File: config.mk
export PLATFORM = sky130hd
export DESIGN_NAME = decode_stage
export DESIGN_NICKNAME = d
export VERILOG_FILES = /design/src/design/decode_pkg.sv /design/src/design/decode_postfix.sv /design/src/design/decode_rs1.sv /design/src/design/decode_rs2.sv /design/src/design/decode_rd.sv /design/src/design/decode_stage.sv
export SDC_FILE = /design/constraint.sdc
export NUM_CORES = 1
export LEC_CHECK = 0
export ABC_AREA = 0
export BUFFER_PORTS_ARGS = -buffer_cell sky130_fd_sc_hd__buf_2
export CORE_ASPECT_RATIO = 1.4
export CORE_MARGIN = 2
export CORE_UTILIZATION = 40
export DETAILED_ROUTE_END_ITERATION = 12
export GPL_ROUTABILITY_DRIVEN = 0
export PLACE_DENSITY = 0.76
export SETUP_SLACK_MARGIN = 0.05
export SLEW_MARGIN = 10
export SYNTH_ARGS = -nofsm -noshare
export SYNTH_HDL_FRONTEND = slang
export SYNTH_SLANG_ARGS = --single-unit
export TNS_END_PERCENT = 100
File: constraint.sdc
create_clock -name clk -period 1.74 [get_ports clk]
set_clock_uncertainty 0.2 [all_clocks]
set_input_delay 0.087 -clock clk [delete_from_list [all_inputs] [get_ports clk]]
set_output_delay 0.087 -clock clk [all_outputs]
set_load 0.005 [all_outputs]
File: src/design/decode_pkg.sv
/* Shared decode types, instruction and postfix field positions,
   opcode constants and register alias numbers */
package decode_pkg;

// ======================================================================
// Vector types
// ======================================================================

// One 32-bit instruction, prefix or postfix word
typedef logic [31:0] word_t;
// Fetch bundle holding word 0 in the low bits, then words 1 and 2
typedef logic [95:0] bundle_t;
// Every word carries its opcode in bits 6 to 0
typedef logic [6:0]  opcode_t;
typedef logic [6:0]  aregno_t;
typedef logic [31:0] imm_t;
// Instruction length counted in words, 1 to 3
typedef logic [1:0]  ilen_t;

// ======================================================================
// Field positions
// ======================================================================

// Plain register fields are 6 bits, extended ones 7 bits
localparam int SREG_W   = 6;
localparam int AREG_W   = 7;

// Register fields of the instruction word itself
localparam int RD_POS   = 7;
localparam int RS1_POS  = 13;
localparam int RS2_POS  = 19;
// Short immediate in the top bits, sign-extended on use
localparam int SIMM_POS = 25;
localparam int SIMM_W   = 7;

// Full 7-bit register numbers carried by a REXT prefix word
localparam int XRD_POS  = 7;
localparam int XRS1_POS = 14;
localparam int XRS2_POS = 21;

// Wide immediate payload of a PFXA postfix word
localparam int PFX_POS  = 7;
localparam int PFX_W    = 25;

// ======================================================================
// Opcodes and register aliases
// ======================================================================

localparam opcode_t OP_NOP   = 7'h00;
// Register-register add, the only ALU op reading Rs2
localparam opcode_t OP_ADD   = 7'h02;
localparam opcode_t OP_ADDI  = 7'h04;
localparam opcode_t OP_ANDI  = 7'h08;
localparam opcode_t OP_ORI   = 7'h09;
localparam opcode_t OP_CMPI  = 7'h0B;
localparam opcode_t OP_SHIFT = 7'h0C;
localparam opcode_t OP_LOAD  = 7'h10;
localparam opcode_t OP_STORE = 7'h18;
localparam opcode_t OP_BCC   = 7'h20;
localparam opcode_t OP_CSR   = 7'h30;
localparam opcode_t OP_FLT   = 7'h34;
localparam opcode_t OP_PUSH  = 7'h38;
localparam opcode_t OP_POP   = 7'h39;
// Register extension prefix and wide immediate postfix
localparam opcode_t OP_REXT  = 7'h7E;
localparam opcode_t OP_PFXA  = 7'h7F;

// Register 62 reads as the instruction pointer
localparam aregno_t REG_IP   = 7'd62;

endpackage

File: src/design/decode_postfix.sv
/* Prefix and postfix scanner: finds REXT and PFXA after the instruction,
   forms the immediate and the length in words */
`timescale 1ns/1ps

module decode_postfix
(
	input  decode_pkg::word_t  word1,
	input  decode_pkg::word_t  word2,
	input  decode_pkg::word_t  instr,
	output logic               has_rext,
	output decode_pkg::word_t  rext_word,
	output logic               has_imma,
	output decode_pkg::imm_t   imm,
	output decode_pkg::ilen_t  instr_len
);

// Word that may hold the PFXA, shifted back by one when a REXT is present
decode_pkg::word_t pfxa_word;
decode_pkg::imm_t  short_imm;
decode_pkg::imm_t  wide_imm;

// A REXT can only sit directly behind the instruction
assign has_rext  = word1[6:0] == decode_pkg::OP_REXT;
assign rext_word = word1;

assign pfxa_word = has_rext ? word2 : word1;
assign has_imma  = pfxa_word[6:0] == decode_pkg::OP_PFXA;

// Short field from the instruction, sign bit is bit 31
assign short_imm = {
	{(32 - decode_pkg::SIMM_W){instr[31]}},
	instr[decode_pkg::SIMM_POS +: decode_pkg::SIMM_W]
};

// The 25-bit postfix payload is sign-extended the same way
assign wide_imm = {
	{(32 - decode_pkg::PFX_W){pfxa_word[31]}},
	pfxa_word[decode_pkg::PFX_POS +: decode_pkg::PFX_W]
};

// The postfix replaces the short field completely
assign imm = has_imma ? wide_imm : short_imm;

// One word for the instruction plus one for each extra word found
assign instr_len = 2'd1 + {1'b0, has_rext} + {1'b0, has_imma};

endmodule

File: src/design/decode_rs1.sv
/* First source register decoder with zero and instruction-pointer flags */
`timescale 1ns/1ps

module decode_rs1
(
	input  decode_pkg::word_t   instr,
	input  decode_pkg::word_t   rext_word,
	input  logic                has_rext,
	input  logic                has_imma,
	output decode_pkg::aregno_t rs1,
	output logic                rs1z,
	output logic                rs1ip
);

decode_pkg::opcode_t opcode;
decode_pkg::aregno_t field;
logic                uses_rs1;

assign opcode = instr[6:0];

// The REXT word carries all 7 bits, otherwise the 6-bit field is widened
assign field = has_rext ? rext_word[decode_pkg::XRS1_POS +: decode_pkg::AREG_W]
	: {1'b0, instr[decode_pkg::RS1_POS +: decode_pkg::SREG_W]};

// Opcode classes that read Rs1
always_comb
begin
	case (opcode)
	decode_pkg::OP_ADD,
	decode_pkg::OP_ADDI,
	decode_pkg::OP_ANDI,
	decode_pkg::OP_ORI,
	decode_pkg::OP_CMPI,
	decode_pkg::OP_SHIFT:
		uses_rs1 = 1'b1;
	// Memory and branch ops use Rs1 as the base or first compare operand
	decode_pkg::OP_LOAD,
	decode_pkg::OP_STORE,
	decode_pkg::OP_BCC:
		uses_rs1 = 1'b1;
	decode_pkg::OP_CSR,
	decode_pkg::OP_FLT:
		uses_rs1 = 1'b1;
	// PUSH and POP work on the stack pointer implicitly
	default:
		uses_rs1 = 1'b0;
	endcase
end

always_comb
begin
	// A wide immediate takes the place of the Rs1 operand
	if (has_imma || !uses_rs1)
		rs1 = '0;
	else
		rs1 = field;
	// Both 63 and 127 read as zero
	rs1z = &rs1[5:0];
	rs1ip = rs1 == decode_pkg::REG_IP;
end

endmodule

File: src/design/decode_rs2.sv
/* Second source register decoder with zero flag */
`timescale 1ns/1ps

module decode_rs2
(
	input  decode_pkg::word_t   instr,
	input  decode_pkg::word_t   rext_word,
	input  logic                has_rext,
	output decode_pkg::aregno_t rs2,
	output logic                rs2z
);

decode_pkg::opcode_t opcode;
decode_pkg::aregno_t field;
logic                uses_rs2;

assign opcode = instr[6:0];

// Extended field from the prefix, or the plain field zero-extended
assign field = has_rext ? rext_word[decode_pkg::XRS2_POS +: decode_pkg::AREG_W]
	: {1'b0, instr[decode_pkg::RS2_POS +: decode_pkg::SREG_W]};

// Only register-register ops, stores, branches and FP read Rs2
always_comb
begin
	case (opcode)
	decode_pkg::OP_ADD,
	decode_pkg::OP_FLT:
		uses_rs2 = 1'b1;
	// Store data register
	decode_pkg::OP_STORE:
		uses_rs2 = 1'b1;
	// Second compare operand
	decode_pkg::OP_BCC:
		uses_rs2 = 1'b1;
	default:
		uses_rs2 = 1'b0;
	endcase
end

always_comb
begin
	rs2 = uses_rs2 ? field : '0;
	// Low six bits all set names the zero register
	rs2z = &rs2[5:0];
end

endmodule

File: src/design/decode_rd.sv
/* Destination register decoder */
`timescale 1ns/1ps

module decode_rd
(
	input  decode_pkg::word_t   instr,
	input  decode_pkg::word_t   rext_word,
	input  logic                has_rext,
	output decode_pkg::aregno_t rd
);

decode_pkg::opcode_t opcode;
decode_pkg::aregno_t field;
logic                writes_rd;

assign opcode = instr[6:0];

// Same extension rule as the source fields
assign field = has_rext ? rext_word[decode_pkg::XRD_POS +: decode_pkg::AREG_W]
	: {1'b0, instr[decode_pkg::RD_POS +: decode_pkg::SREG_W]};

// Opcode classes that write a register
always_comb
begin
	case (opcode)
	decode_pkg::OP_ADD,
	decode_pkg::OP_ADDI,
	decode_pkg::OP_ANDI,
	decode_pkg::OP_ORI,
	decode_pkg::OP_SHIFT:
		writes_rd = 1'b1;
	// Compares leave their result in a register too
	decode_pkg::OP_CMPI:
		writes_rd = 1'b1;
	decode_pkg::OP_LOAD,
	decode_pkg::OP_POP:
		writes_rd = 1'b1;
	decode_pkg::OP_CSR,
	decode_pkg::OP_FLT:
		writes_rd = 1'b1;
	// Stores, branches and PUSH have no register result
	default:
		writes_rd = 1'b0;
	endcase
end

// Register 0 stands for no destination
always_comb
begin
	if (writes_rd)
		rd = field;
	else
		rd = '0;
end

endmodule

File: src/design/decode_stage.sv
/* Registered decode stage: splits the fetch bundle, runs the prefix scanner
   and register decoders, holds results under stall */
`timescale 1ns/1ps

module decode_stage
(
	input  logic                clk,
	input  logic                rst,
	input  logic                in_valid,
	input  decode_pkg::bundle_t bundle,
	input  logic                stall,
	output logic                in_ready,
	output logic                out_valid,
	output decode_pkg::aregno_t rd,
	output decode_pkg::aregno_t rs1,
	output decode_pkg::aregno_t rs2,
	output logic                rs1z,
	output logic                rs1ip,
	output logic                rs2z,
	output logic                has_imma,
	output decode_pkg::imm_t    imm,
	output decode_pkg::ilen_t   instr_len
);

// ======================================================================
// Combinational decode
// ======================================================================

decode_pkg::word_t   word0;
decode_pkg::word_t   word1;
decode_pkg::word_t   word2;
decode_pkg::word_t   rext_word;
logic                has_rext;
logic                dec_has_imma;
decode_pkg::imm_t    dec_imm;
decode_pkg::ilen_t   dec_len;
decode_pkg::aregno_t dec_rd;
decode_pkg::aregno_t dec_rs1;
decode_pkg::aregno_t dec_rs2;
logic                dec_rs1z;
logic                dec_rs1ip;
logic                dec_rs2z;
logic                accept;

// Word 0 is the instruction, the next two may be prefix or postfix
assign word0 = bundle[31:0];
assign word1 = bundle[63:32];
assign word2 = bundle[95:64];

decode_postfix u_postfix
(
	.word1     (word1),
	.word2     (word2),
	.instr     (word0),
	.has_rext  (has_rext),
	.rext_word (rext_word),
	.has_imma  (dec_has_imma),
	.imm       (dec_imm),
	.instr_len (dec_len)
);

decode_rs1 u_rs1
(
	.instr     (word0),
	.rext_word (rext_word),
	.has_rext  (has_rext),
	.has_imma  (dec_has_imma),
	.rs1       (dec_rs1),
	.rs1z      (dec_rs1z),
	.rs1ip     (dec_rs1ip)
);

decode_rs2 u_rs2
(
	.instr     (word0),
	.rext_word (rext_word),
	.has_rext  (has_rext),
	.rs2       (dec_rs2),
	.rs2z      (dec_rs2z)
);

decode_rd u_rd
(
	.instr     (word0),
	.rext_word (rext_word),
	.has_rext  (has_rext),
	.rd        (dec_rd)
);

// ======================================================================
// Output register
// ======================================================================

// Only one item is in flight, so the stage is ready whenever not stalled
assign in_ready = ~stall;
assign accept = in_valid & in_ready;

always_ff @(posedge clk)
begin
	if (rst)
	begin
		out_valid <= 1'b0;
		rd <= '0;
		rs1 <= '0;
		rs2 <= '0;
		rs1z <= 1'b0;
		rs1ip <= 1'b0;
		rs2z <= 1'b0;
		has_imma <= 1'b0;
		imm <= '0;
		instr_len <= '0;
	end
	// Everything freezes while downstream stalls
	else if (!stall)
	begin
		out_valid <= accept;
		// Without a new bundle the old fields stay, only valid drops
		if (accept)
		begin
			rd <= dec_rd;
			rs1 <= dec_rs1;
			rs2 <= dec_rs2;
			rs1z <= dec_rs1z;
			rs1ip <= dec_rs1ip;
			rs2z <= dec_rs2z;
			has_imma <= dec_has_imma;
			imm <= dec_imm;
			instr_len <= dec_len;
		end
	end
end

// Nothing may appear valid in the first cycle out of reset
assert property (@(posedge clk) rst |=> !out_valid);

// A stall seen at one edge keeps the whole output bundle for the next cycle
assert property (@(posedge clk) disable iff (rst)
	stall |=> $stable({out_valid, rd, rs1, rs2, rs1z, rs1ip, rs2z,
		has_imma, imm, instr_len}));

endmodule

# Word level (Yosys, flattened, before mapping)
# Index checks and enable logic that the tools add are counted.
[classes]
mux = 11
eq_ne = 15
n_addsub = 2
n_reduce_logical = 8
bitwise_logic = 2
[ops]
columns = ["op", "count"]
rows = [
  ["2-to-1 mux 32 bit", 2],
  ["2-to-1 mux 7 bit", 6],
  ["== test 7 x 6 -> 1 bit (second input constant)", 5],
  ["== test 7 x 4 -> 1 bit (second input constant)", 4],
  ["== test 7 x 5 -> 1 bit (second input constant)", 2],
  ["== test 7 bit (second input constant)", 2],
  ["AND reduction 6 bit", 2],
  ["OR reduction 11 bit", 1],
  ["OR reduction 10 bit", 1],
  ["== test 7 x 2 -> 1 bit (second input constant)", 1],
  ["== test 7 x 3 -> 1 bit (second input constant)", 1],
  ["OR reduction 4 bit", 1],
  ["2-to-1 mux 1 bit", 3],
  ["adder 1 x 1 -> 2 bit (first input constant)", 1],
  ["adder 2 x 1 -> 2 bit", 1],
  ["AND reduction 2 bit", 1],
  ["AND 1 bit", 1],
  ["logical NOT 1 bit", 1],
  ["logical OR 1 bit", 1],
  ["NOT 1 bit", 1],
]
[totals]
out_inout_bits = 61
word_cells = 48
ff_bits = 60

# Logic depth before layout (Yosys ltp)
# Gate-level depths: netlist of the first run.
[depth]
word_depth = 7
mapped_depth = 7

# Hierarchy
# From an unflattened synthesis of the first run, not the netlist that was laid out.
[unflattened]
cells_unflattened = 467
hier_area_um2 = 4284.1
[modules_own_cells]
columns = ["module", "n_inst", "cells_each", "seq_area_each_um2", "area_each_um2"]
rows = [
  ["decode_stage", 1, 272, 1201.2, 2706.3],
  ["decode_postfix", 1, 102, 0.0, 858.3],
  ["decode_rs2", 1, 29, 0.0, 262.8],
  ["decode_rs1", 1, 40, 0.0, 249.0],
  ["decode_rd", 1, 24, 0.0, 207.7],
]

# Worst setup path after synthesis of the first run
# No wires, ideal clock.
[synth_timing]
path_kind = "input to register"
start = "in bundle[36]"
end = "reg instr_len[0]"
path_buffers = 2
path_slack_ns = -0.044
arrival_time_ns = 1.498
setup_ns = 0.086
path_stages = 7
path_cell_list = "nand4_2 -> nor3_4 -> buf_6 -> buf_2 -> inv_1 -> ha_1 -> a211oi_1"
[synth_via]
elab_chain_len = 4
word_cells_on_any_way = 5
cone_classes = "add/sub: 2; eq/ne: 2; mux: 1"
[synth_rtl]
columns = ["element", "line_no", "text"]
rows = [
  ["start: declaration", "decode_stage.sv:10", "input decode_pkg::bundle_t bundle,"],
  ["== test 7 bit", "decode_postfix.sv:23", "assign has_rext = word1[6:0] == decode_pkg::OP_REXT;"],
  ["2-to-1 mux 32 bit", "decode_postfix.sv:26", "assign pfxa_word = has_rext ? word2 : word1;"],
  ["== test 7 bit", "decode_postfix.sv:27", "assign has_imma = pfxa_word[6:0] == decode_pkg::OP_PFXA;"],
  ["adder 2 x 1 -> 2 bit *", "decode_postfix.sv:45", "assign instr_len = 2'd1 + {1'b0, has_rext} + {1'b0, has_imma};"],
  ["end signal: assignment", "decode_stage.sv:128", "instr_len <= dec_len;"],
  ["end: declaration", "decode_stage.sv:22", "output decode_pkg::ilen_t instr_len"],
]
# Every way passes the cells marked *; elsewhere a longest branch is shown, timed or not.
# A chain may end at the register's enable or synchronous reset.

# Worst setup path in the final report of the first run
[layout_timing]
start = "in stall"
end = "reg rs1ip"
[layout_via]
elab_chain_len = 3
[layout_rtl]
columns = ["element", "line_no", "text"]
rows = [
  ["start: declaration", "decode_stage.sv:11", "input logic stall,"],
  ["NOT 1 bit (no line) *", "-", ""],
  ["AND 1 bit", "decode_stage.sv:96", "assign accept = in_valid & in_ready;"],
  ["AND reduction 2 bit (no line) *", "-", ""],
  ["end signal: assignment", "decode_stage.sv:124", "rs1ip <= dec_rs1ip;"],
  ["end: declaration", "decode_stage.sv:18", "output logic rs1ip,"],
]
# Marked as above.

==> results.json, run 1 <==
{
  "slew_viol_final": 0,
  "ys_ff_latch": 53,
  "dr.max_layer_used": "met4",
  "whs_ps": -0.725,
  "fp-row-count": 36,
  "r2r_setup_slack_ps": 720,
  "swShare": 0.252,
  "cts-root-buf": "clkbuf_8",
  "tightest_slew_ps": 550,
  "ctsHtreeMaxLevel": 2,
  "drtAntennaViolNets": 0,
  "timing.fmax_ghz": 0.606,
  "end_kind": "register",
  "worstPathRequired_ps": 1730,
  "die-area_mm2": 0.00768,
  "cts.path.max_buffers": 2,
  "chipWidth_um": 74.7,
  "r2r_start": "imm[30]",
  "hold_viol": 1,
  "pwr-share-clk": 0.320,
  "place_hpwl_um": 6840,
  "r2r-end": "imm[30]",
  "wl_met3_um": 612,
  "drive_gt1_frac": 0.398,
  "startpoint_type": "input port",
  "cts_tree": "built",
  "drtIter0Drc": 171,
  "outcome": "finished, violations left",
  "fin_nets": 640,
  "wl_met1_um": 3830,
  "overflow": 0,
  "setup_viol": 0,
  "utilization": 0.672,
  "path_class": "in -> reg",
  "io_buffers": 160,
  "yosysTopAreaCellShare": 0.380,
  "ys.flop_type": "dfxtp_1",
  "grt_start_max_net_pins": 46,
  "grt_pass1_wl_um": 15700,
  "die_h_um": 103,
  "combPwrFrac": 0.210,
  "hp-start": "bundle[53]",
  "grt_setup_unrepaired": "true",
  "seqPwrFrac": 0.471,
  "wl_per_cell_um": 16.7,
  "cts_sinks": 53,
  "syn-cell-area_mm2": 0.00280,
  "synth_top_area_cell": "dfxtp_1",
  "num_io_pins": 161,
  "routed_wirelength_um": 10600,
  "setup.worst_path.end": "rs1ip",
  "drtPass1Iterations": 5,
  "crit_start": "stall",
  "path_clk_slew_ps": 100,
  "viasPerCell": 5.50,
  "core-area_mm2": 0.00685,
  "synth_most_common_cell": "dfxtp_1",
  "r2r_cells": 2,
  "hp-class": "in -> reg",
  "violations": "hold timing",
  "synth_cells": 310,
  "grt_pass1_vias": 3440,
  "drc": 0,
  "avgSynthCellArea_um2": 9.02,
  "vias": 3501,
  "ys_warn_count": 0,
  "grtUsageTotal": 0.263,
  "dp.cells": 558,
  "p_switching_uw": 687,
  "cts_buffers": 5,
  "synthTopCellsByCount": "dfxtp_1 (53), nand2_1 (32), nor2_1 (25)",
  "worstPathArrival_ps": 1640,
  "wl_met2_um": 5520,
  "cp_max_fo": 3,
  "period_minus_slack_ps": 1650,
  "power_density_mw_per_mm2": 591,
  "drv_cap": 0,
  "peakVddDrop_mv": 0.424,
  "synthArstFlopShare": 0,
  "syn_nets": 411,
  "start_util": 0.408,
  "leakage_uw": 0.00198,
  "synth-edff-count": 0,
  "final_cell_count_no_fill": 636,
  "antenna_found_initial": 1,
  "synth_area_leaders": "dfxtp_1 (38%), mux2i_1 (8.2%), a311oi_1 (6.0%), o221ai_1 (6.0%), nand2_1 (4.3%)",
  "relSlewSlack": 0.633,
  "worstSkewPairLatency_ps": 300,
  "finalCritPeriodShare": 0.948,
  "ys_seq_area_frac": 0.380,
  "areaGrowthSynthToFinish_pct": 64.5,
  "synthDistinctLibCells": 53,
  "internal_power_uw": 2030
}
==> cells in the final DEF (no fill, tap or decap), types with 7 or more instances in the layout <==
cell type / Yosys / layout
a21oi_1: 14 / 14
a311oi_1: 19 / 19
buf_2: 5 / 160
buf_4: 11 / 24
dfxtp_1: 53 / 53
dlygate4sd3_1: 0 / 67
mux2i_1: 23 / 23
nand2_1: 32 / 30
nand3b_1: 7 / 7
nor2_1: 25 / 24
o21ai_1: 19 / 19
o221ai_1: 19 / 19
==> sequential cells by signal, indices dropped and copies added, names as in the netlist <==
name / flops
rs2: 7
rs1ip: 1
out_valid: 1
rs1: 7
has_imma: 1
rd: 7
rs2z: 1
instr_len: 2
rs1z: 1
imm: 25
==> worst max-delay path, stage by stage <==
cell,delay [ps]
dlygate4sd3_1,540
buf_2,150
nor2b_4,170
nand2b_1,100
nand3b_2,220
o41ai_1,390
==> area by class of cell <==
cell class	instances	area, µm²
Antenna cell	1	2.50
Fill cell	566	2250
Multi-Input combinational cell	219	1550
Timing Repair Buffer	256	1730
Clock inverter	2	37.5
Clock buffer	6	82.6
Inverter	4	15.0
Tap cell	95	119
Sequential cell	53	1060
==> worst min path at each step <==
stage          slack (ps)  depth (start not counted)  endpoint
4_1_cts                 2                          3   imm[14]
6_report             -0.7                          3   imm[14]
5_1_grt                20                          4    imm[4]
3_3_place_gp          150                          3     rd[4]
3_5_place_dp          170                          3    imm[0]
2_1_floorplan           8                          1  in_ready
==> layer usage <==
layer | vias up | global-route usage
met5 | - | 0
met4 | 0 | 0.163
met3 | 59 | 0.0371
met2 | 183 | 0.472
met1 | 1632 | 0.283
li1 | 1627 | -
==> what timing repair did <==
action	in CTS	in global routing
hold endpoints to repair	42	1
buffers inserted	0	2
endpoints found under the setup margin	0	39
gates resized for setup	0	8
hold buffers	66	1
==> power by group through the flow <==
stage               sequential (µW)  clock, µW  combinational (µW)
floorplan                      1310          0                 191
global placement               1310          0                 417
detailed placement             1310          0                 426
CTS                            1280        888                 542
global route                   1290        943                 619
finish                         1280        869                 570
==> metrics by stage <==
stage | worst slack [ps] | power, µW | instance area, µm² | setup TNS (ps)
2_1_floorplan | 64.9 | 1500 | 2810 | 0
3_3_place_gp | -5.48 | 1720 | 3760 | -10.7
3_5_place_dp | -84.5 | 1730 | 3760 | -990
4_1_cts | 53.6 | 2710 | 4540 | 0
5_1_grt | 36.5 | 2850 | 4600 | 0
6_report | 90.9 | 2720 | 4600 | 0
==> kinds of logic (layout without fill, tap and decap cells) <==
| group | Yosys count | count (layout) | share of synthesized area |
|---|---|---|---|
| muxes | 30 | 30 | 0.111 |
| buffers and inverters | 38 | 268 | 0.0765 |
| DFF | 53 | 53 | 0.380 |
| adders and majority gates | 1 | 1 | 0.00448 |
| other | 0 | 1 | 0 |
| and+or+nand+nor | 101 | 101 | 0.204 |
| AOI/OAI and AO/OA | 86 | 86 | 0.222 |
| xor gates and xnor gates | 1 | 1 | 0.00313 |
No activity file was read; power rests on OpenSTA's default activity.
==> inputs of run 2 (changes only) <==
--- a/config.mk
+++ b/config.mk
@@ -12,7 +12,8 @@
 export CORE_UTILIZATION = 40
 export DETAILED_ROUTE_END_ITERATION = 12
 export GPL_ROUTABILITY_DRIVEN = 0
-export PLACE_DENSITY = 0.76
+export PLACE_DENSITY = 0.77
+export RECOVER_POWER = 25
 export SETUP_SLACK_MARGIN = 0.05
 export SLEW_MARGIN = 10
 export SYNTH_ARGS = -nofsm -noshare
==> run 2 against run 1 <==
- the run now ends clean
- critical path depth grew 1
- register-to-register slack is essentially flat
- critical endpoint is now rd[3]
- largest cell class unchanged
- non-clock buffer count grew 6
- via count grew 0.34%
- core utilization grew 0.51 points
- final area grew 0.76%
- final cell count grew 1.1%
- routed wire length grew 2.6%
- maximum frequency grew 2.3%
- first-iteration DRC count grew 5.8%
- global-route usage shrank 0.18 points
- critical path type unchanged
==> results.json, run 2 (same netlist as run 1, synthesis figures left out) <==
{
  "outcome": "completed",
  "cts.path.max_buffers": 2,
  "drtPass1Iterations": 5,
  "top_register": "imm",
  "peakVddDrop_mv": 0.350,
  "final_cell_count_no_fill": 643,
  "grt_pass1_wl_um": 15300,
  "grt_setup_unrepaired": "false",
  "placed_area_mm2": 0.00372,
  "path_class": "in -> reg",
  "cp_slowest_stage_delay_ps": 600,
  "die_h_um": 103,
  "multi_input_area_mm2": 0.00154,
  "timing.final.ws_setup_ps": 128,
  "power_density_mw_per_mm2": 591,
  "period_minus_slack_ps": 1610,
  "crit_slowest_cell": "dlygate4sd3_1",
  "layout_common_cells": "buf_2 (146), dlygate4sd3_1 (74), dfxtp_1 (53), nand2_1 (32)",
  "vias": 3513,
  "place_hpwl_um": 6690,
  "startpoint_type": "input port",
  "cts-root-buf": "clkbuf_8",
  "r2r_setup_slack_ps": 720,
  "leakage_uw": 0.00195,
  "routed_wirelength_um": 10900,
  "cts_sinks": 53,
  "setup_viol": 0,
  "cts_buffers": 5,
  "fin_nets": 646,
  "viasPerCell": 5.46,
  "wl_per_cell_um": 16.9,
  "io_buffers": 160,
  "worstPathArrival_ps": 1610,
  "tightest_slew_ps": 914,
  "timing.fmax_ghz": 0.620,
  "fin_area_mm2": 0.00463,
  "ctsHtreeMaxLevel": 2,
  "grtUsageTotal": 0.261,
  "cp_cell_sequence": "buf_2 > nand4_4 > nor3_4 > buf_12 > mux2i_2 > dlygate4sd3_1 > o21ai_1",
  "die-area_mm2": 0.00768,
  "grt_pass1_vias": 3226,
  "num_io_pins": 161,
  "drv_cap": 0,
  "final_common_cell": "buf_2",
  "whs_ps": 3.18,
  "antenna_found_initial": 2,
  "overflow": 0,
  "worstSkewPairLatency_ps": 310,
  "chipWidth_um": 74.7,
  "drtIter0Drc": 181,
  "start_util": 0.408,
  "drtAntennaViolNets": 0,
  "nFillCells": 551,
  "slew_viol_final": 0,
  "areaGrowthSynthToFinish_pct": 65.8,
  "relSlewSlack": 0.388,
  "cts_tree": "built",
  "hold_viol": 0,
  "ff_latch_area_mm2": 0.00106,
  "dpl_worst_slack_ps": -72.7,
  "hp-class": "in -> reg",
  "core-area_mm2": 0.00685,
  "grt_start_max_net_pins": 46,
  "path_clk_slew_ps": 90,
  "dp.cells": 553,
  "end_kind": "register",
  "finalCritPeriodShare": 0.927,
  "cp_max_fo": 8,
  "largest_reg_flops": 25,
  "drive_gt1_frac": 0.359,
  "worstPathRequired_ps": 1740,
  "power_uw": 2740,
  "drc": 0,
  "fp-row-count": 36
}
## run 2: cell types whose count changed in the layout (fill, tap and decap cells not counted), moves of 2 or more
cell | before | now
dlygate4sd3_1 | 67 | 74
nand2_1 | 30 | 32
clkbuf_1 | 0 | 15
nand2_2 | 3 | 1
buf_2 | 160 | 146
buf_6 | 2 | 0
## run 2: metrics by stage
step / setup TNS, ps / util
final: 0 / 0.677
after detailed placement: -808 / 0.544
after floorplan: 0 / -
after global placement: 0 / 0.544
after CTS: 0 / 0.669
after global routing: 0 / 0.677
## run 2: what timing repair did
item / CTS / global route
hold buffers: 74 / 0
setup endpoints to repair: 0 / 1
endpoints found under the hold margin: 46 / 0
gates resized for setup: 0 / 1
buffers inserted: 0 / 5
## run 2: area by class of cell
cell class	instances	share of cell area
tap	95	0.0257
multi-input combinational	219	0.332
inverter	4	0.00324
timing repair buffer	262	0.383
clock buffer	7	0.0186
sequential	53	0.229
antenna	2	0.00108
clock inverter	1	0.00648
## run 2: report_power, final
part | internal, µW | switching [µW]
clock network | 470 | 415
logic | 312 | 261
registers | 1260 | 24.2
total | 2040 | 700
## run 2: path summary, 6_finish.rpt
path / from / to / cells after the start
worst max-delay path: bundle[36] / rd[3] / 7
worst min-delay path: bundle[74] / imm[3] / 4
worst max register to register: imm[23] / imm[23] / 2
worst min register to register: rs1z / rs1z / 2
## run 2: worst max-delay path: cells and delay by family
kind            cells  cell delay, ps
buf+inv             3             860
compound gates      1              70
simple gates        2             370
mux                 1             210
## run 2: routing by layer
metal / vias to the layer above / share of wire / global-route usage
met5: - / 0 / 0
met4: 0 / 0.060 / 0.159
met3: 61 / 0.056 / 0.0420
met2: 193 / 0.52 / 0.476
met1: 1623 / 0.37 / 0.273
li1: 1636 / - / -
